==> config.mk <==
export PLATFORM = sky130hd
export DESIGN_NAME = perf_counter
export DESIGN_NICKNAME = d
export VERILOG_FILES = /design/src/perf_counter.sv
export VERILOG_INCLUDE_DIRS = /design/src
export SDC_FILE = /design/constraint.sdc
export NUM_CORES = 1
export LEC_CHECK = 0
export BUFFER_PORTS_ARGS = -buffer_cell sky130_fd_sc_hd__buf_4
export CAP_MARGIN = 10
export CORE_ASPECT_RATIO = 1.1
export CORE_MARGIN = 4
export CORE_UTILIZATION = 55
export CTS_CLUSTER_DIAMETER = 30
export DETAILED_ROUTE_END_ITERATION = 6
export PLACE_DENSITY = 0.8
export SYNTH_ARGS = -nofsm -noshare
export SYNTH_HDL_FRONTEND = slang
export SYNTH_SLANG_ARGS = --single-unit
==> constraint.sdc <==
create_clock -name clock_i -period 2.94 [get_ports clock_i]
set_input_delay 0.441 -clock clock_i [delete_from_list [all_inputs] [get_ports clock_i]]
set_output_delay 0.441 -clock clock_i [all_outputs]
set_load 0.005 [all_outputs]
==> src/core_params.svh <==
// core configuration macros
`ifndef CORE_PARAMS_SVH
`define CORE_PARAMS_SVH

// data path width
`define CORE_XLEN 64

// first fetch address after reset
`define CORE_PC_START 0

// architectural integer registers
`define CORE_NREGS 32

// custom opcodes kept from the difftest core
// putch prints a0[7:0]
`define CORE_OPC_PUTCH 7'h7b
// trap halts with code a0[7:0]
`define CORE_OPC_TRAP 7'h6b

`endif

==> src/perf_counter.sv <==
// cycle and retire counters
`timescale 1ns/1ps
`default_nettype none
`include "core_params.svh"

module perf_counter (
  input  logic                  clock_i,
  input  logic                  reset_i,
  input  logic                  halted_i,
  input  logic                  retire_i,
  output logic [`CORE_XLEN-1:0] cycle_count_o,
  output logic [`CORE_XLEN-1:0] instr_count_o
);

  logic [`CORE_XLEN-1:0] cycle_q;
  logic [`CORE_XLEN-1:0] instr_q;

  always_ff @(posedge clock_i) begin
    if (reset_i) begin
      cycle_q <= '0;
      instr_q <= '0;
    end else begin
      // frozen once the core halts
      if (!halted_i) begin
        cycle_q <= cycle_q + `CORE_XLEN'(1);
      end
      if (retire_i) begin
        instr_q <= instr_q + `CORE_XLEN'(1);
      end
    end
  end

  assign cycle_count_o = cycle_q;
  assign instr_count_o = instr_q;

endmodule

`default_nettype wire

==> key figures <==
Status
  – Outcome: finished with violations
  – Failing checks: DRC

Finish
  – Ratio of cells with drive above 1 in the final layout: 0.2064
  – Fin area: 7924 sq um
  – Register area: 2562 sq um
  – Synth-to-layout area growth: 29.19%
  – Number of diodes: 0
  – Fin nets: 894
  – Final std cells w/o fill: 1,048
  – Area of the multi-input gates: 3403 sq um
  – Fillcell total: 911

Worst setup path
  – Cell mode on critical path: or4_1
  – CP Capture Type: flip-flop
  – Max Fanout on Critical Path: 8
  – Startpoint types: flip-flop
  – CP Class: flip-flop to flip-flop
  – Worst stage delay on the critical path: 0.63 ns
  – Crit path cell chain: nand4_2 > or4_1 > buf_4 > or3_1 > or4_1 > a21oi_1
  – Worst Path Arrival: 3.07 ns
  – Worst path slowest cell: or4_1
  – CP required: 3.27 ns

Logic synthesis
  – Syn Nets: 757
  – Yosys reg bits: 128
  – Yosys warning count: 0
  – Synth top area cells: dfxtp_1 42%, nand4_1 6.0%, nor2_1 4.9%
  – Yosys top cell by area: dfxtp_1
  – Syn_area_per_cell: 8.167 sq um
  – Distinct cells, synth: 37
  – Mapped Area: 6133 sq um
  – Synth top area share: 0.4178
  – Post-Syn Instances: 751
  – Sequential area share after synthesis: 0.4178

Route
  – Vias/cell: 6.165
  – Router iterations before antenna repair: 7
  – Drt total wl: 17,830 um
  – DRC: 9
  – 1st-iter DRT viols: 402
  – Via count: 6,461
  – Routed WL per cell: 17.01 um
  – Final ANT Viol Nets: 0

CTS
  – Number of post-CTS setup repair buffers: 0
  – Worst-skew pair later-pin latency: 0.41 ns
  – CTS-repair resized insts: 0
  – Worst-path clk slew: 0.06 ns
  – Inserted Clock Buffers: 17
  – Htree depth: 4
  – CTS root buf: clkbuf_16
  – CTS tree: yes
  – Clock buffer depth: 2
  – CTS sink cnt: 128
  – Cts hold-fix bufs: 0

Die
  – Die area: 12,910 sq um
  – Io pins: 132
  – DIE WIDTH: 108.7 um
  – Initial Util: 0.5622
  – Die height: 118.8 um
  – Rows: 40
  – Core area: 10,910 sq um

Pwr
  – NetSw: 0.0008316 W
  – Sw Ratio: 0.2050
  – P per Cell Area: 512.0 nW/um^2
  – Seq pwr share: 0.432
  – Worst vdd ir: 448.9 uV
  – Power share of the combinational group: 0.016
  – Clock power frac: 0.553
  – Pleak: 2.759 nW
  – Int Power: 0.003225 W

GRT
  – GR Util met3: 0.07209
  – GR peak layer: met2
  – Vias in the first global route: 6,091
  – M2 GR Usage: 0.4486
  – Met1 Resource Use GR: 0.3615
  – First-pass GRT wire length: 29,300 um
  – Overall Global Routing Usage: 0.2768
  – Initial antenna violation count: 0
  – Pin count of the biggest net entering global routing: 55
  – Global route overflow: 0

Timing
  – Fin crit share: 0.9324
  – Unrepaired setup endpoints after global routing: false
  – Fin Setup TNS: 0 ns
  – F_max: 364.8 MHz
  – Setup violations, final: 0
  – Final min period: 2.741 ns
  – Worst-Margin Slew: 0.7791 ns
  – Worst Clk Skew: 0.009502 ns
  – Final hold viol count: 0
  – Final Slew Violations: 0
  – Rel. slew slack: 0.4758
  – Worst hold slack: 0.3290 ns

Run
  – Max Cap Viol: 0

Placed design
  – Inst Count DP: 1,016
  – Placed Area: 7287 sq um
  – Dpl hpwl: 12,530 um
  – Routability congestion estimate from global placement: 0.8514
  – I/O Buffers: 131

Min path
  – Hold crit path type: input pin to flip-flop
## logic make-up after synthesis
group | Yosys count | synth area share
AO/OA/AOI/OAI | 117 | 0.1036
buffers and inverters | 41 | 0.02835
adder cells (fa/ha/maj) | 2 | 0.004079
XOR/XNOR | 66 | 0.09425
multiplexers | 3 | 0.005100
AND/OR/NAND/NOR | 394 | 0.3468
flip-flops | 128 | 0.4178
## registers in the layout, indices dropped and copies added, names as in the netlist
| register | flops |
|---|---|
| instr_count_o | 64 |
| cycle_count_o | 64 |
## cell usage after synthesis
master and n:
dfxtp_1 128, nor2_1 80, nand4_1 59, a21oi_1 58, nand2_1 55, or3_1 42, nand3_1 41, o21ai_0 40
xnor2_1 34, xor2_1 32, nor4_1 28, nor3_1 24, clkbuf_1 21, or4_1 20, o31ai_1 17, inv_1 15
and3_1 12, and4_1 12, nor2b_1 5, and2_1 3, nand4b_1 3, or2_2 3, buf_6 2, ha_1 2
mux2i_1 2, nand3b_1 2, and2_0 1, and4_2 1, buf_1 1, buf_2 1, buf_4 1, mux2_2 1
nand4_2 1, o21a_1 1, o21ba_2 1, or3_2 1, or4_4 1
## path summary, 6_finish.rpt
path | from | endpoint | slack (ns) | cells past startpoint
worst max register to register | cycle_count_o[16] | cycle_count_o[58] | 0.20 | 6
worst max-delay path | cycle_count_o[16] | cycle_count_o[58] | 0.20 | 6
worst min register to register | instr_count_o[63] | instr_count_o[63] | 0.50 | 2
worst min-delay path | halted_i | cycle_count_o[1] | 0.33 | 3
## area by class of cell
class,count,share of cell area
Tap cell,147,0.02321
Multi-Input combinational cell,582,0.4295
Timing Repair Buffer,144,0.1364
Clock inverter,13,0.02321
Clock buffer,19,0.05716
Inverter,15,0.007106
Sequential cell,128,0.3234
## critical path, delay by kind of cell, from the launching register on
kind / cells / cell delay (ns)
buffers and inverters: 1 / 0.20
AOI/OAI and AO/OA: 1 / 0.18
and+or+nand+nor: 4 / 1.84
DFF: 1 / 0.43
## power groups by stage
stage	logic [W]	registers [W]	clock network, W
6_report	0.0000643	0.00175	0.00224
5_1_grt	0.0000716	0.00175	0.00235
4_1_cts	0.0000643	0.00175	0.00226
3_5_place_dp	0.0000640	0.00179	0
3_3_place_gp	0.0000621	0.00179	0
2_1_floorplan	0.0000402	0.00179	0
## through the flow
step,setup WS [ns],power (W),util
2_1_floorplan,0.3429,0.001826,-
3_3_place_gp,0.3538,0.001849,0.6679
3_5_place_dp,0.2896,0.001852,0.6679
4_1_cts,0.2564,0.004074,0.7263
5_1_grt,0.1421,0.004170,0.7263
6_report,0.1989,0.004057,0.7263
## layout by cell type, fill, tap and decap left out, types with 27 or more instances in the layout
cell type,count
a21oi_1,58
nand2_1,55
nand3_1,41
xor2_1,32
dfxtp_1,128
nor4_1,27
nand4_1,59
nor2_1,80
xnor2_1,34
or3_1,42
o21ai_0,40
buf_4,144
## metal layers
metal / vias to the layer above / share of wire
met2: 289 / 0.49
met5: - / 0
li1: 3044 / -
met1: 3105 / 0.42
met3: 23 / 0.078
met4: 0 / 0.011
No activity file was read; power rests on OpenSTA's default activity.
