[src/core_params.svh]
// core configuration macros
`ifndef CORE_PARAMS_SVH
`define CORE_PARAMS_SVH

// data path width
`define CORE_XLEN 64

// first fetch address after reset
`define CORE_PC_START 0

// architectural integer registers
`define CORE_NREGS 32

// custom opcodes kept from the difftest core
// putch prints a0[7:0]
`define CORE_OPC_PUTCH 7'h7b
// trap halts with code a0[7:0]
`define CORE_OPC_TRAP 7'h6b

`endif

[src/reg_port_if.sv]
// register file port bundle
`timescale 1ns/1ps
`default_nettype none
`include "core_params.svh"

interface reg_port_if;

  logic [$clog2(`CORE_NREGS)-1:0] rs1_addr;
  logic [$clog2(`CORE_NREGS)-1:0] rs2_addr;
  logic [`CORE_XLEN-1:0]          rs1_data;
  logic [`CORE_XLEN-1:0]          rs2_data;
  logic [$clog2(`CORE_NREGS)-1:0] rd_addr;
  logic                           rd_wen;
  logic [`CORE_XLEN-1:0]          rd_wdata;

  modport exec (
    output rs1_addr, rs2_addr, rd_addr, rd_wen, rd_wdata,
    input  rs1_data, rs2_data
  );

  modport regfile (
    input  rs1_addr, rs2_addr, rd_addr, rd_wen, rd_wdata,
    output rs1_data, rs2_data
  );

endinterface

`default_nettype wire

[src/regfile.sv]
// integer register file
`timescale 1ns/1ps
`default_nettype none
`include "core_params.svh"

module regfile (
  input  logic       clock_i,
  input  logic       reset_i,
  reg_port_if.regfile rp
);

  logic [`CORE_XLEN-1:0] regs_q [`CORE_NREGS];

  always_ff @(posedge clock_i) begin
    if (reset_i) begin
      for (int i = 0; i < `CORE_NREGS; i++) begin
        regs_q[i] <= '0;
      end
    end else if (rp.rd_wen && rp.rd_addr != '0) begin
      // x0 writes are dropped here
      regs_q[rp.rd_addr] <= rp.rd_wdata;
    end
  end

  // combinational reads with x0 hardwired to zero
  always_comb begin
    if (rp.rs1_addr == '0) begin
      rp.rs1_data = '0;
    end else begin
      rp.rs1_data = regs_q[rp.rs1_addr];
    end
  end

  always_comb begin
    if (rp.rs2_addr == '0) begin
      rp.rs2_data = '0;
    end else begin
      rp.rs2_data = regs_q[rp.rs2_addr];
    end
  end

endmodule

`default_nettype wire

[src/flat_wrapper.sv]
// flat-port wrapper written by rule: the top's interface ports become plain ports
module regfile_flat 
  (clock_i, reset_i, rp_rs1_addr, rp_rs2_addr, rp_rd_addr, rp_rd_wen, rp_rd_wdata, rp_rs1_data, rp_rs2_data);
  reg_port_if rp_i ();
  input  logic clock_i;
  input  logic reset_i;
  input wire logic [$bits(rp_i.rs1_addr)-1:0] rp_rs1_addr;
  input wire logic [$bits(rp_i.rs2_addr)-1:0] rp_rs2_addr;
  input wire logic [$bits(rp_i.rd_addr)-1:0] rp_rd_addr;
  input wire logic [$bits(rp_i.rd_wen)-1:0] rp_rd_wen;
  input wire logic [$bits(rp_i.rd_wdata)-1:0] rp_rd_wdata;
  output wire logic [$bits(rp_i.rs1_data)-1:0] rp_rs1_data;
  output wire logic [$bits(rp_i.rs2_data)-1:0] rp_rs2_data;
  assign rp_i.rs1_addr = rp_rs1_addr;
  assign rp_i.rs2_addr = rp_rs2_addr;
  assign rp_i.rd_addr = rp_rd_addr;
  assign rp_i.rd_wen = rp_rd_wen;
  assign rp_i.rd_wdata = rp_rd_wdata;
  assign rp_rs1_data = rp_i.rs1_data;
  assign rp_rs2_data = rp_i.rs2_data;
  regfile u_core (.clock_i(clock_i), .reset_i(reset_i), .rp(rp_i));
endmodule
[config.mk]
export PLATFORM = sky130hd
export DESIGN_NAME = regfile_flat
export DESIGN_NICKNAME = d
export VERILOG_FILES = /design/src/reg_port_if.sv /design/src/regfile.sv /design/src/flat_wrapper.sv
export VERILOG_INCLUDE_DIRS = /design/src
export SDC_FILE = /design/constraint.sdc
export NUM_CORES = 2
export LEC_CHECK = 0
export BUFFER_PORTS_ARGS = -buffer_cell sky130_fd_sc_hd__buf_4
export CORE_ASPECT_RATIO = 0.7
export CORE_MARGIN = 2
export CORE_UTILIZATION = 65
export CTS_BUF_LIST = sky130_fd_sc_hd__clkbuf_16
export CTS_CLUSTER_DIAMETER = 120
export CTS_CLUSTER_SIZE = 12
export DETAILED_ROUTE_END_ITERATION = 16
export MAX_ROUTING_LAYER = met4
export PLACE_DENSITY = 0.82
export SYNTH_ARGS = -nofsm -noshare
export SYNTH_HDL_FRONTEND = slang
export SYNTH_SLANG_ARGS = --single-unit
[constraint.sdc]
create_clock -name clock_i -period 9.5 [get_ports clock_i]
set_clock_uncertainty 0.15 [all_clocks]
set_input_delay 1.9 -clock clock_i [delete_from_list [all_inputs] [get_ports clock_i]]
set_output_delay 1.9 -clock clock_i [all_outputs]
set_load 0.1 [all_outputs]
==> impl_results.md <==
* Setup WS pre-CTS at 2128 ps
* Max reg flops at 2,048
* Largest register by flop count: u_core.regs_q
* Post-synth top area cell: edfxtp_1
* Die area at 0.1698 mm^2
* Internal Power at 15.16 mW
* Vias/cell at 7.817
* Fillers at 10,330
* Final HPWL DP at 200,200 um
* Initial drt markers at 16,410
* Post-Route WL at 366,400 um
* Placed Area at 0.1115 mm^2
* Grt ovf at 0
* Total number of vias at 72,220
* Final design area excluding fillers at 0.1166 mm^2
* Site row count at 125
* Final TNS setup at 0 ps
* Chip width at 491.6 um
* Hold/Removal Path Class: in2reg
* Period utilization at 80.31%
* Ys flop type: edfxtp_1
* Max cap viols at 0
* Clk slew on worst S/H paths at 60 ps
* Critical Path RT at 7450 ps
* FMAX at 0.1311 GHz
* Final Hold Fails at 0
* Setup crit end kind: output port
* Die H at 345.3 um
* IO Pins at 210
* Ratio of cells with drive above 1 in the final layout at 24.69%
* Number of detailed-route iterations in the first pass at 7
* PostCTS Resize Cnt at 0
* Routed WL per cell at 39.66 um
* First-pass GRT wire length at 512,900 um
* Slew Limit Fails at 0
* P_leak at 40.46 nW
* Vias in the first global route at 70,510
* Total chip power at 20.83 mW
* RSZ-0062 raised after global routing: false
* Cells after Synth at 7,099
* Slew HR at 3.658%
* # nets final at 7,025
* Maximum vdd drop at 175.9 uV
* Largest regs: u_core.regs_q x2048
* # Post-CTS Setup Buffers at 0
* GPL Wtd Cong at 0.9265
* Critical path data arrival time at 5580 ps
* Logic pwr share at 15.4%
* Crit-path max FO at 57
* Most common library cell in the layout ignoring fill and taps: edfxtp_1
* Non-Filler Instances at 9,239
* Initial Utilization at 65.32%
* Post-Syn Area at 0.1082 mm^2
* Outcome: complete, no violations
* Final core area utilization at 70.41%
* Post-synthesis sequential area ratio at 56.85%
* CP Class: in2out
* Post-DRT Antenna Nets at 0
* Clock Sinks at 2,048
* Final setup margin at 1871 ps
* Clk root buf: clkbuf_16
* Most frequent cells in the layout: edfxtp_1, and2_1, mux4_2
* Final setup fails at 0
* Slew of the pin with the lowest slew margin at 1445 ps
* #FFs+latches synth at 2,048
* Synth top area cells: edfxtp_1, mux4_2, and2_1, mux2i_1, clkbuf_1
* Min Tclk post-route at 7629 ps
* TritonCTS clock tree: yes
* Mean Syn Cell Area at 15.24 um^2
* Share of power burned in registers at 51.4%
* Clock power frac at 33.2%
* Power Dens Cells at 178.6 mW/mm^2
* Synth top area share at 56.85%
* Clock Tree Buf Depth at 3
* Largest net degree at the start of global routing at 123
* DRC viols at 0
* CTS buffer count at 188
* Dpl cells at 8,975
* CORE AREA at 0.1656 mm^2
* Hold Worst Slack at 1367 ps
* Initial antenna violation count at 46
* Switching Power at 5.676 mW
* Crit start category: primary input
* IO Port Bufs at 209
* CTS H-tree depth at 4
* Number of synthesized flops with an enable pin at 2,048
* Synth warn at 0
* Post-synthesis cell type count at 49
* Asr flop ratio synth at 0%
* Gr usage total at 44.37%
* Hold-fix buffers, CTS at 0
* Area Overhead vs Synth at 7.804%
* Switching share of power at 27.25%
cell families (layout without fill, tap and decap cells):
kind of cell,Yosys count,after routing,share of synthesized area (%)
simple gates,2247,2247,12.75
flops,2048,2048,56.85
mux,1427,1427,23.42
buf+inv,803,596,3.077
compound gates,573,573,3.898
other cells,1,126,0.003466
metal layers:
| metal | wire, um | global-route usage (%) |
|---|---|---|
| met5 | 0 | - |
| met4 | 21990 | 23.13 |
| met3 | 69660 | 16.38 |
| met2 | 156300 | 59.90 |
| met1 | 118500 | 59.15 |
synthesized netlist by cell type (37+ instances only):
| cell type | count |
|---|---|
| o221ai_1 | 40 |
| or2_2 | 79 |
| mux4_2 | 873 |
| a31oi_1 | 54 |
| nand2_1 | 78 |
| a21boi_0 | 48 |
| buf_1 | 44 |
| a221oi_1 | 44 |
| and2_1 | 1986 |
| o22ai_1 | 147 |
| nor2_1 | 37 |
| clkbuf_1 | 568 |
| edfxtp_1 | 2048 |
| a211oi_1 | 46 |
| mux2_2 | 102 |
| mux2i_1 | 452 |
| buf_2 | 155 |
| a22oi_1 | 109 |
worst max-delay path, cell delays in order:
cell	delay (ps)
buf_8	400
buf_4	610
buf_4	650
mux4_2	330
a22oi_1	80
a31oi_1	240
a21boi_0	780
buf_4	430
final timing paths:
path | from | end | cells after the start
min | rp_rd_wdata[16] | u_core.regs_q[3][16] | 2
max | rp_rs2_addr[1] | rp_rs2_data[8] | 8
power by group through the flow:
stage / Combinational (mW) / Sequential [mW] / Clock [mW]
finish: 3.20 / 10.7 / 6.91
global route: 3.25 / 10.8 / 7.15
global placement: 3.08 / 10.8 / 0
detailed placement: 3.11 / 10.9 / 0
CTS: 3.13 / 10.7 / 6.85
floorplan: 2.20 / 10.8 / 0
layout make-up:
type | instances | area [um^2] | area share, %
Timing Repair Buffer | 389 | 3203 | 2.747
Multi-Input combinational cell | 4311 | 43990 | 37.72
Tap cell | 2222 | 2780 | 2.384
Clock inverter | 6 | 73.82 | 0.06330
Antenna cell | 62 | 155.1 | 0.1330
Inverter | 5 | 18.77 | 0.01609
Clock buffer | 196 | 4905 | 4.206
Sequential cell | 2048 | 61500 | 52.73
Power figures use the tool's default switching activity.
