<file path="src/core_params.svh">
// core configuration macros
`ifndef CORE_PARAMS_SVH
`define CORE_PARAMS_SVH

// data path width
`define CORE_XLEN 64

// first fetch address after reset
`define CORE_PC_START 0

// architectural integer registers
`define CORE_NREGS 32

// custom opcodes kept from the difftest core
// putch prints a0[7:0]
`define CORE_OPC_PUTCH 7'h7b
// trap halts with code a0[7:0]
`define CORE_OPC_TRAP 7'h6b

`endif

</file>
<file path="src/core_pkg.sv">
// core shared types
`default_nettype none
`include "core_params.svh"

package core_pkg;

  // decoded operations
  typedef enum logic [3:0] {
    OP_ADDI,
    OP_XORI,
    OP_ORI,
    OP_ANDI,
    OP_ADD,
    OP_SUB,
    OP_XOR,
    OP_OR,
    OP_AND,
    OP_LUI,
    OP_BNE,
    OP_PUTCH,
    OP_TRAP,
    OP_ILLEGAL
  } op_e;

  // one state per instruction phase and a halt state
  typedef enum logic [1:0] {
    ST_FETCH,
    ST_EXEC,
    ST_WB,
    ST_HALT
  } state_e;

endpackage

`default_nettype wire

</file>
<file path="src/core_ctrl.sv">
// multi-cycle core controller
`timescale 1ns/1ps
`default_nettype none
`include "core_params.svh"

module core_ctrl (
  input  logic          clock_i,
  input  logic          reset_i,
  input  core_pkg::op_e op_i,
  output logic          fetch_en_o,
  output logic          exec_en_o,
  output logic          wb_en_o,
  output logic          halted_o
);

  core_pkg::state_e state_q;
  core_pkg::state_e state_d;

  always_comb begin
    state_d = state_q;
    case (state_q)
      core_pkg::ST_FETCH: begin
        state_d = core_pkg::ST_EXEC;
      end
      core_pkg::ST_EXEC: begin
        state_d = core_pkg::ST_WB;
      end
      core_pkg::ST_WB: begin
        // trap and unknown opcodes stop the core for good
        if (op_i == core_pkg::OP_TRAP || op_i == core_pkg::OP_ILLEGAL) begin
          state_d = core_pkg::ST_HALT;
        end else begin
          state_d = core_pkg::ST_FETCH;
        end
      end
      core_pkg::ST_HALT: begin
        state_d = core_pkg::ST_HALT;
      end
      default: begin
        state_d = core_pkg::ST_HALT;
      end
    endcase
  end

  always_ff @(posedge clock_i) begin
    if (reset_i) begin
      state_q <= core_pkg::ST_FETCH;
    end else begin
      state_q <= state_d;
    end
  end

  // one-hot stage strobes
  assign fetch_en_o = (state_q == core_pkg::ST_FETCH);
  assign exec_en_o  = (state_q == core_pkg::ST_EXEC);
  assign wb_en_o    = (state_q == core_pkg::ST_WB);
  assign halted_o   = (state_q == core_pkg::ST_HALT);

endmodule

`default_nettype wire

</file>
<file path="config.mk">
export PLATFORM = sky130hd
export DESIGN_NAME = core_ctrl
export DESIGN_NICKNAME = d
export VERILOG_FILES = /design/src/core_pkg.sv /design/src/core_ctrl.sv
export VERILOG_INCLUDE_DIRS = /design/src
export SDC_FILE = /design/constraint.sdc
export NUM_CORES = 1
export LEC_CHECK = 0
export BUFFER_PORTS_ARGS = -buffer_cell sky130_fd_sc_hd__buf_4
export CAP_MARGIN = 20
export CELL_PAD_IN_SITES_DETAIL_PLACEMENT = 2
export CELL_PAD_IN_SITES_GLOBAL_PLACEMENT = 2
export CORE_AREA = 5 5 42 44
export DETAILED_ROUTE_END_ITERATION = 10
export DIE_AREA = 0 0 47 49
export HOLD_SLACK_MARGIN = 0.1
export MAX_ROUTING_LAYER = met4
export PLACE_DENSITY = 0.5
export SETUP_SLACK_MARGIN = 0.4
export SYNTH_ARGS = -nofsm -noshare
export SYNTH_HDL_FRONTEND = slang
export SYNTH_SLANG_ARGS = --single-unit
</file>
<file path="constraint.sdc">
create_clock -name clock_i -period 1.1 [get_ports clock_i]
set_clock_uncertainty 0.15 [all_clocks]
set_input_delay 0.165 -clock clock_i [delete_from_list [all_inputs] [get_ports clock_i]]
set_output_delay 0.165 -clock clock_i [all_outputs]
set_load 0.03 [all_outputs]
</file>
==> results by stage, run 1 <==
Timing:
- The actual transition at the worst max-transition pin is 0.1382 ns.
- The tightest hold path in the finished design has a slack of -0.04890 ns.
- Setup repair after global routing could not meet its margin everywhere.
- The minimum period implied by the final worst setup slack is approximately 1.2 ns.
- The post-route worst setup slack is -0.1435 ns.
- The final count of pins violating max slew is 0.
- Setup violations remaining at the end of the flow were counted as 4.
- The final critical path takes up 113.0% of the cycle.
- The setup TNS after final layout is -0.3969 ns.
- The final count of hold timing violations was 1.
- The worst max-slew margin expressed relative to the limit is 90.76%.
- The top achievable clock speed is ~800 MHz.

Placement:
- Port buffering added 8 buffers.
- The HPWL after detailed placement is a little under 300 um.
- Including well taps, the total number of placed cells is 35.
- The routability congestion estimate is between 0.5 and 0.6.

Power:
- In this run the power density over the cells is roughly 1500 nW/um2.
- For this design the static power due to leakage is 0.1124 nW.
- The peak supply drop is ~0.33 mV.

Global route:
- The number of antenna violations at the first check in global routing was 0.
- Entering global routing, the biggest net connects 6 pins.
- The total routing usage reported by global routing is approximately 3.9%.
- The via count of the first global-routing pass is between 150 and 200.
- Summed over all layers, the global routing overflow is 0.
- The first global-routing pass estimated about 610 um of wire.

Route:
- The uppermost layer routed is met3.
- For this block, the initial DRC count from the detailed router was 0.
- Using the TritonRoute via totals, the vias-per-cell ratio works out to 3.244.
- The via total after detailed routing is about 130.
- The number of detailed-routing iterations run before antenna repair is 1.
- In the detailed route, the total length drawn on met3 is roughly 31 um.
- For this run, design rule violations remaining after detail routing come to 0.
- The detailed-route wire length is around 380 um.
- Summed over all nets, wire length on met2 after detailed routing comes to 179 um.
- The average wire per cell in the routed design is approximately 9.3 um.
- The met1 wire length is around 170 um.
- In this run the remaining antenna-violating nets after routing total 0.

Run status:
- The checks that failed: hold timing, setup timing.
- The run finished, with violations left.

Yosys:
- Ranked by total cell area, the synthesized netlist is headed by dfxtp_1 39%, a211oi_2 12%, and2b_4 9.8%.
- The sequential element share of the synthesized area is between 30 and 40%.
- The count of state elements after synthesis is 2.
- The number of distinct library cells after synthesis is 10.
- The mapped cell area is a little over 100 um2.
- When the netlist entered floorplanning its net count stood at 17.
- The synthesized design spends more area on one cell type than any other, namely dfxtp_1.
- For this run, the number of Yosys warnings is 0.
- Synthesis produced a netlist whose cell count is 11.
- The top cell type by area accounts for around two fifths of the synthesized area.
- The average cell area after synthesis is slightly above 9 um2.

Clock tree:
- TritonCTS built the clock tree.
- The longest clock path from root to sink contains 2 buffers.
- The cell at the root of the clock tree is clkbuf_4.
- The register clock-pin slew on the reported worst setup and hold paths is around 0.040 ns.
- The clock latency on the worst-skew pair is ~0.23 ns.
- In this run, CTS created clock tree buffers numbering 3.
- CTS built an H-tree with a depth of 1.
- The clock net in this run drives a total of 2 sinks.

Critical path:
- STA classifies the critical path endpoint as an output pin.
- The startpoint of the worst register-to-register path is state_q[1]$_SDFF_PP0_.
- The most critical setup path has its startpoint at state_q[1]$_SDFF_PP0_.
- The data arrival time of the critical path is a little over 0.9 ns.
- The most critical setup path has its endpoint at exec_en_o.
- At the worst endpoint, the required time is between 0.7 and 0.8 ns.
- Across all register-to-register paths, the minimum setup slack is around 0.020 ns.
- The destination of the worst register-to-register timing path is state_q[0]$_SDFF_PP0_.
- The number of cells traversed by the worst register-to-register path is 3.
- In this run the worst path has a maximum fanout of 5.
- The type of the setup path with the least slack is flop to output pin.
- STA classifies the critical path startpoint as a flop.

Flow run:
- The max-capacitance violation count is 0.

Layout:
- In the layout the commonest cells are 6 x buf_4, 4 x buf_6, 3 x clkbuf_4.
- The register with the most flip-flops in the layout has 2 of them.
- The final layout contains 32 nets.
- The register ranked first by flip-flop count is state_q.
- In the final layout, the registers with the most flip-flops are state_q: 2 flops.
- Relative to the synthesized area, the layout overhead comes to 156.1%.
- In the final layout, the share of cells above drive strength 1 is roughly 90%.
- Leaving out filler cells and counting taps, the final layout contains 41.
- Leaving out fill and tap cells, the most frequent cell in the layout is buf_4.
- The number of diodes is 0.

Floorplanning:
- The width of the die is 47 um.
- The die covers approximately 2300 um2.
- The starting density of the core is between 7 and 8%.
- The initialized floorplan defines 14 standard-cell rows.
- The core region area is 1401 um2.
- The count of boundary I/O pins is 10.
- The height of the chip is about 49 um.

Hold path:
- In this run the worst hold path is classified as input port to flop.
- The start point of the worst hold path is reset_i.
==> Yosys cell counts <==
library cell	n
dfxtp_1	2
inv_1	1
nor2b_1	1
and2b_4	1
o22ai_1	1
a211oi_2	1
nor2_1	1
and2_1	1
nand2b_1	1
nand3b_1	1
==> where the power goes <==
part,total [mW],switching (mW),internal (mW),leakage [nW]
clock network,0.182,0.0471,0.135,0.0150
logic,0.119,0.0534,0.0654,0.0799
registers,0.0949,0.0131,0.0818,0.0175
total,0.396,0.114,0.282,0.112
==> area by class of cell <==
type	instances	area, um2
fill	172	1139
clock buffer	4	26.28
multi-input combinational	8	77.57
timing repair buffer	10	90.09
sequential	2	45.04
inverter	1	3.754
tap	16	20.02
==> repair_timing <==
item | CTS | global route
endpoints found under the hold margin | 2 | 2
gates resized for setup | 4 | 1
buffers inserted | 2 | 0
endpoints found under the setup margin | 6 | 6
==> worst max-delay path: stages, from the launching register on <==
cell,delay (ns)
dfxtp_2,0.33
and2b_4,0.25
buf_6,0.12
==> cell families after synthesis <==
kind of cell	count (synthesis)	share of synthesized area, %
AOI/OAI and AO/OA	2	18.29
buffers and inverters	1	3.655
DFF	2	39.03
and+or+nand+nor	6	39.04
==> through the flow <==
stage	util, %	cell area [um2]	power (mW)	hold slack [ns]	setup WS, ns
floorplan	-	120.1	0.1527	0.07042	0.1294
global placement	14.29	200.2	0.1888	0.1784	0.06249
detailed placement	14.29	200.2	0.1927	0.1834	0.04591
CTS	18.30	256.5	0.4086	-0.06715	-0.1609
global route	18.75	262.8	0.4185	-0.04919	-0.1729
finish	18.75	262.8	0.3957	-0.04890	-0.1435
==> per-layer routing <==
metal / vias up / GRT usage (%)
met2: 8 / 4.977
li1: 65 / -
met5: - / -
met3: 0 / 2.214
met4: 0 / 2.765
met1: 60 / 4.376
==> worst min path at each step <==
| stage | end | slack, ns | cells after the start |
|---|---|---|---|
| after floorplan | state_q[0]$_SDFF_PP0_ | 0.07 | 1 |
| after global placement | state_q[0]$_SDFF_PP0_ | 0.18 | 2 |
| final | state_q[0]$_SDFF_PP0_ | -0.05 | 2 |
| after detailed placement | state_q[0]$_SDFF_PP0_ | 0.18 | 2 |
| after global routing | state_q[0]$_SDFF_PP0_ | -0.05 | 2 |
| after CTS | state_q[0]$_SDFF_PP0_ | -0.07 | 2 |
Power figures use the tool's default switching activity.
==> run 2, diff against run 1 <==
ABC_AREA = 1   (was not set)
PLACE_DENSITY = 0.56   (was 0.5)
==> results by stage, run 2 <==
Timing:
- The minimum hold slack is -0.05659 ns (was -0.04890 ns).
- The minimum period implied by the final worst setup slack is 1.195 ns (was 1.243 ns).
- Unrepaired setup endpoints after global routing: yes (unchanged).
- The post-route worst setup slack is -0.09514 ns (was -0.1435 ns).
- The final critical-path share of the clock period is 108.6% (was 113.0%).
- The top achievable clock speed is 836.7 MHz (was 804.2 MHz).
- The final count of pins violating max slew came to 0 (unchanged).
- The actual transition at the worst max-transition pin is 0.1202 ns (was 0.1382 ns).
- The number of setup violations in the final report is 5 (was 4).
- The final count of hold timing violations was 2 (was 1).
- The worst max-slew margin expressed relative to the limit is 91.98% (was 90.76%).

Clock tree:
- The clock latency on the worst-skew pair came to 0.22 ns (was 0.23 ns).
- The total clock buffers created by CTS is 3 (unchanged).
- The TritonCTS clock tree is yes (unchanged).
- The count of clock tree sinks was 2 (unchanged).
- The maximum clock insertion buffer count came to 2 (unchanged).
- The H-tree depth was 1 (unchanged).
- The register clock-pin slew on the reported worst setup and hold paths is 0.03 ns (was 0.04 ns).
- The cell at the root of the clock tree is clkbuf_4 (unchanged).

Yosys:
- The number of nets in the synthesized netlist is 25 (was 17).
- The most used standard cell by instance count after synthesis is nor2_1 (was dfxtp_1).
- The average cell area after synthesis is 5.597 um2 (was 9.327 um2).
- The mapped cell area was 106.4 um2 (was 102.6 um2).
- The number of distinct library cells after synthesis is 5 (was 10).
- The count of state elements after synthesis is 2 (unchanged).
- The gate count of the mapped netlist is 19 (was 11).
- The number of enable flip-flop cells after synthesis is 0 (unchanged).
- The count of synthesis-stage warnings from yosys is 0 (unchanged).
- The dominant cell type by area after synthesis is dfxtp_1 (unchanged).
- The share of Yosys cell area claimed by the top area cell type is 37.65% (was 39.02%).
- The sequential element share of the synthesized area is 37.65% (was 39.02%).
- Largest cells by area after synthesis: dfxtp_1 38%, nor2_1 21%, inv_1 18% (was dfxtp_1 39%, a211oi_2 12%, and2b_4 9.8%).
- The fraction of registers with async set/reset is 0% (unchanged).
- By count the netlist is led by 6 x nor2_1, 5 x inv_1, 5 x nand2_1.
- The most common flop cell mapped by yosys is dfxtp_1 (unchanged).

Power:
- The post-route total power is 396.9 uW (was 395.7 uW).
- The part of the power in combinational logic is 35.7% (was 30.0%).
- The cell area power density is 1391 nW/um2 (was 1506 nW/um2).
- The fraction of power consumed by sequential logic is 24.1% (was 24.0%).
- The internal power of the cells is 271.1 uW (was 282.1 uW).
- The total net switching power came to 125.9 uW (was 113.6 uW).
- The fraction of power spent switching nets is 31.71% (was 28.71%).
- The clock group share of total power is 40.2% (was 46.0%).
- The peak supply drop is 0.5809 mV (was 0.3312 mV).
- The leakage power is 0.1374 nW (was 0.1124 nW).

Global route:
- The remaining global-route overflow is 0 (unchanged).
- The number of antenna violations at the first check in global routing is 0 (unchanged).
- The total routing usage reported by global routing is 4.896% (was 3.893%).
- The first-pass GRT wire length was 703 um (was 607 um).
- The largest net degree at the start of global routing is 5 (was 6).
- The via count of the first global-routing pass is 186 (was 153).

Floorplanning:
- The starting density of the core came to 7.589% (was 7.321%).
- The height of the chip is 49 um (unchanged).
- The total number of placement rows came to 14 (unchanged).
- The area enclosed by the die boundary is 2303 um2 (unchanged).
- The count of boundary I/O pins is 10 (unchanged).
- The core region area was 1401 um2 (unchanged).
- The width of the die is 47 um (unchanged).

Critical path:
- The nature of the critical path startpoint is a flop (unchanged).
- The delay contributed by the slowest stage of the critical path came to 0.38 ns (was 0.33 ns).
- The number of cells traversed by the worst register-to-register path came to 7 (was 3).
- The endpoint type of the worst setup path is an output pin (unchanged).
- Cells traversed along the worst timing path: inv_4 -> nand2_4 -> inv_2 -> buf_6 (was and2b_4 -> buf_6).
- The type of the setup path with the least slack is flop to output pin (unchanged).
- The data arrival time of the critical path is 0.88 ns (was 0.93 ns).
- The maximum fanout along the worst path is 4 (was 5).
- The data required time of the worst path is 0.78 ns (about the same).
- The library cell contributing the largest single delay on the critical path is dfxtp_4 (was dfxtp_2).
- The number of buffer and inverter instances along the worst setup path came to 3 (was 1).
- The logic depth of the worst path, buffers included was 4 (was 2).
- The cell type group with the largest total delay on the critical path was flip-flops (unchanged).

Layout:
- The fraction of layout instances using a drive strength above 1 is 81.25% (was 88.00%).
- Largest registers: state_q: 2 flops (unchanged).
- The number of flip-flops under the largest register name is 2 (unchanged).
- Most frequent cells in the layout: 5 x buf_4, 5 x buf_6, 3 x nor2_1, 3 x clkbuf_4 (was 6 x buf_4, 4 x buf_6, 3 x clkbuf_4).
- The net count reported at finish is 40 (was 32).
- The final standard cell utilization of the core is 20.36% (was 18.75%).
- The register ranked first by flip-flop count is state_q (unchanged).
- The count of placed standard cells in the final layout, fillers left out is 48 (was 41).
- The final instance area came to 285.3 um2 (was 262.8 um2).
- The number of diodes came to 0 (unchanged).
- The area added between synthesis and finish came to 168.2% (was 156.1%).

Placement:
- The total instance count after detailed placement is 43 (was 35).
- The port buffer count is 8 (unchanged).
- The routability congestion estimate was 0.5348 (was 0.5861).
- The total placed instance area is 216.5 um2 (was 200.2 um2).

Run status:
- Result of the run: complete, but fails checks (unchanged).
- Failing checks: hold timing, setup timing (unchanged).

Route:
- The ratio of routed vias to standard cells is 3.208 (was 3.244).
- The uppermost layer routed is met3 (unchanged).
- The count of routing violations after the opening detailed-route iteration is 1 (was 0).
- The wire length on met3 is 20 um (was 31 um).
- The total DRC errors in the routed layout is 0 (unchanged).
- The via total after detailed routing is 154 (was 133).
- The average wire per cell in the routed design is 8.729 um (was 9.293 um).
- The number of detailed-routing iterations run before antenna repair came to 2 (was 1).
- The detailed-route wire length is 419 um (was 381 um).
- The met1 wire length is 113 um (was 170 um).
- The total met2 wirelength after detailed routing is 285 um (was 179 um).
- The number of nets with antenna violations after detailed routing is 0 (unchanged).

Flow run:
- The max-capacitance violation count is 0 (unchanged).

Hold path:
- The hold-critical path depth was 2 (unchanged).
- The worst hold-check path type was input port to flop (unchanged).
==> run 2: final cells by class <==
cell class	instances	area, um2
clock buffers	3	22.52
fillers	183	1116
inverters	5	23.77
multi-input cells	12	77.57
flip-flops and latches	2	47.55
well taps	16	20.02
repair buffers	10	93.84
==> run 2: logic make-up after synthesis <==
kind of cell           count (synthesis)  share of synthesized area (%)
DFF                                    2                          37.65
buffers and inverters                  5                          17.65
and+or+nand+nor                       12                          44.71
==> run 2: through the flow <==
step,setup slack [ns],TNS [ns],hold slack [ns]
2_1_floorplan,0.2029,0,0.07770
3_3_place_gp,0.1253,0,0.1720
3_5_place_dp,0.1026,0,0.1788
4_1_cts,-0.1013,-0.3515,-0.05811
5_1_grt,-0.1331,-0.5223,-0.06454
6_report,-0.09514,-0.3125,-0.05659
==> run 2: worst paths after layout <==
kind / from / to / slack [ns]
worst min register to register: state_q[0]$_SDFF_PP0_ / state_q[1]$_SDFF_PP0_ / 0.39
worst min-delay path: reset_i / state_q[0]$_SDFF_PP0_ / -0.06
worst max register to register: state_q[1]$_SDFF_PP0_ / state_q[0]$_SDFF_PP0_ / -0.01
worst max-delay path: state_q[1]$_SDFF_PP0_ / fetch_en_o / -0.1
==> run 2: per-layer routing <==
layer	vias up	track usage [%]
met3	0	1.107
met2	5	7.919
met1	71	3.268
met4	0	6.912
met5	-	-
li1	78	-
==> run 2: what timing repair did <==
| item | 4_1_cts | 5_1_grt |
|---|---|---|
| cloned | 0 | 0 |
| pin swaps | 2 | 3 |
| endpoints found under the setup margin | 6 | 6 |
| hold endpoints to repair | 2 | 2 |
| resized for setup | 5 | 4 |
| setup buffers | 1 | 1 |
==> run 2: power groups by stage <==
stage               logic, mW  clock network, mW  registers, mW
floorplan              0.0652                  0         0.0937
global placement       0.0997                  0         0.0950
finish                  0.142              0.160         0.0957
detailed placement      0.104                  0         0.0960
global route            0.152              0.177         0.0972
CTS                     0.126              0.171         0.0950
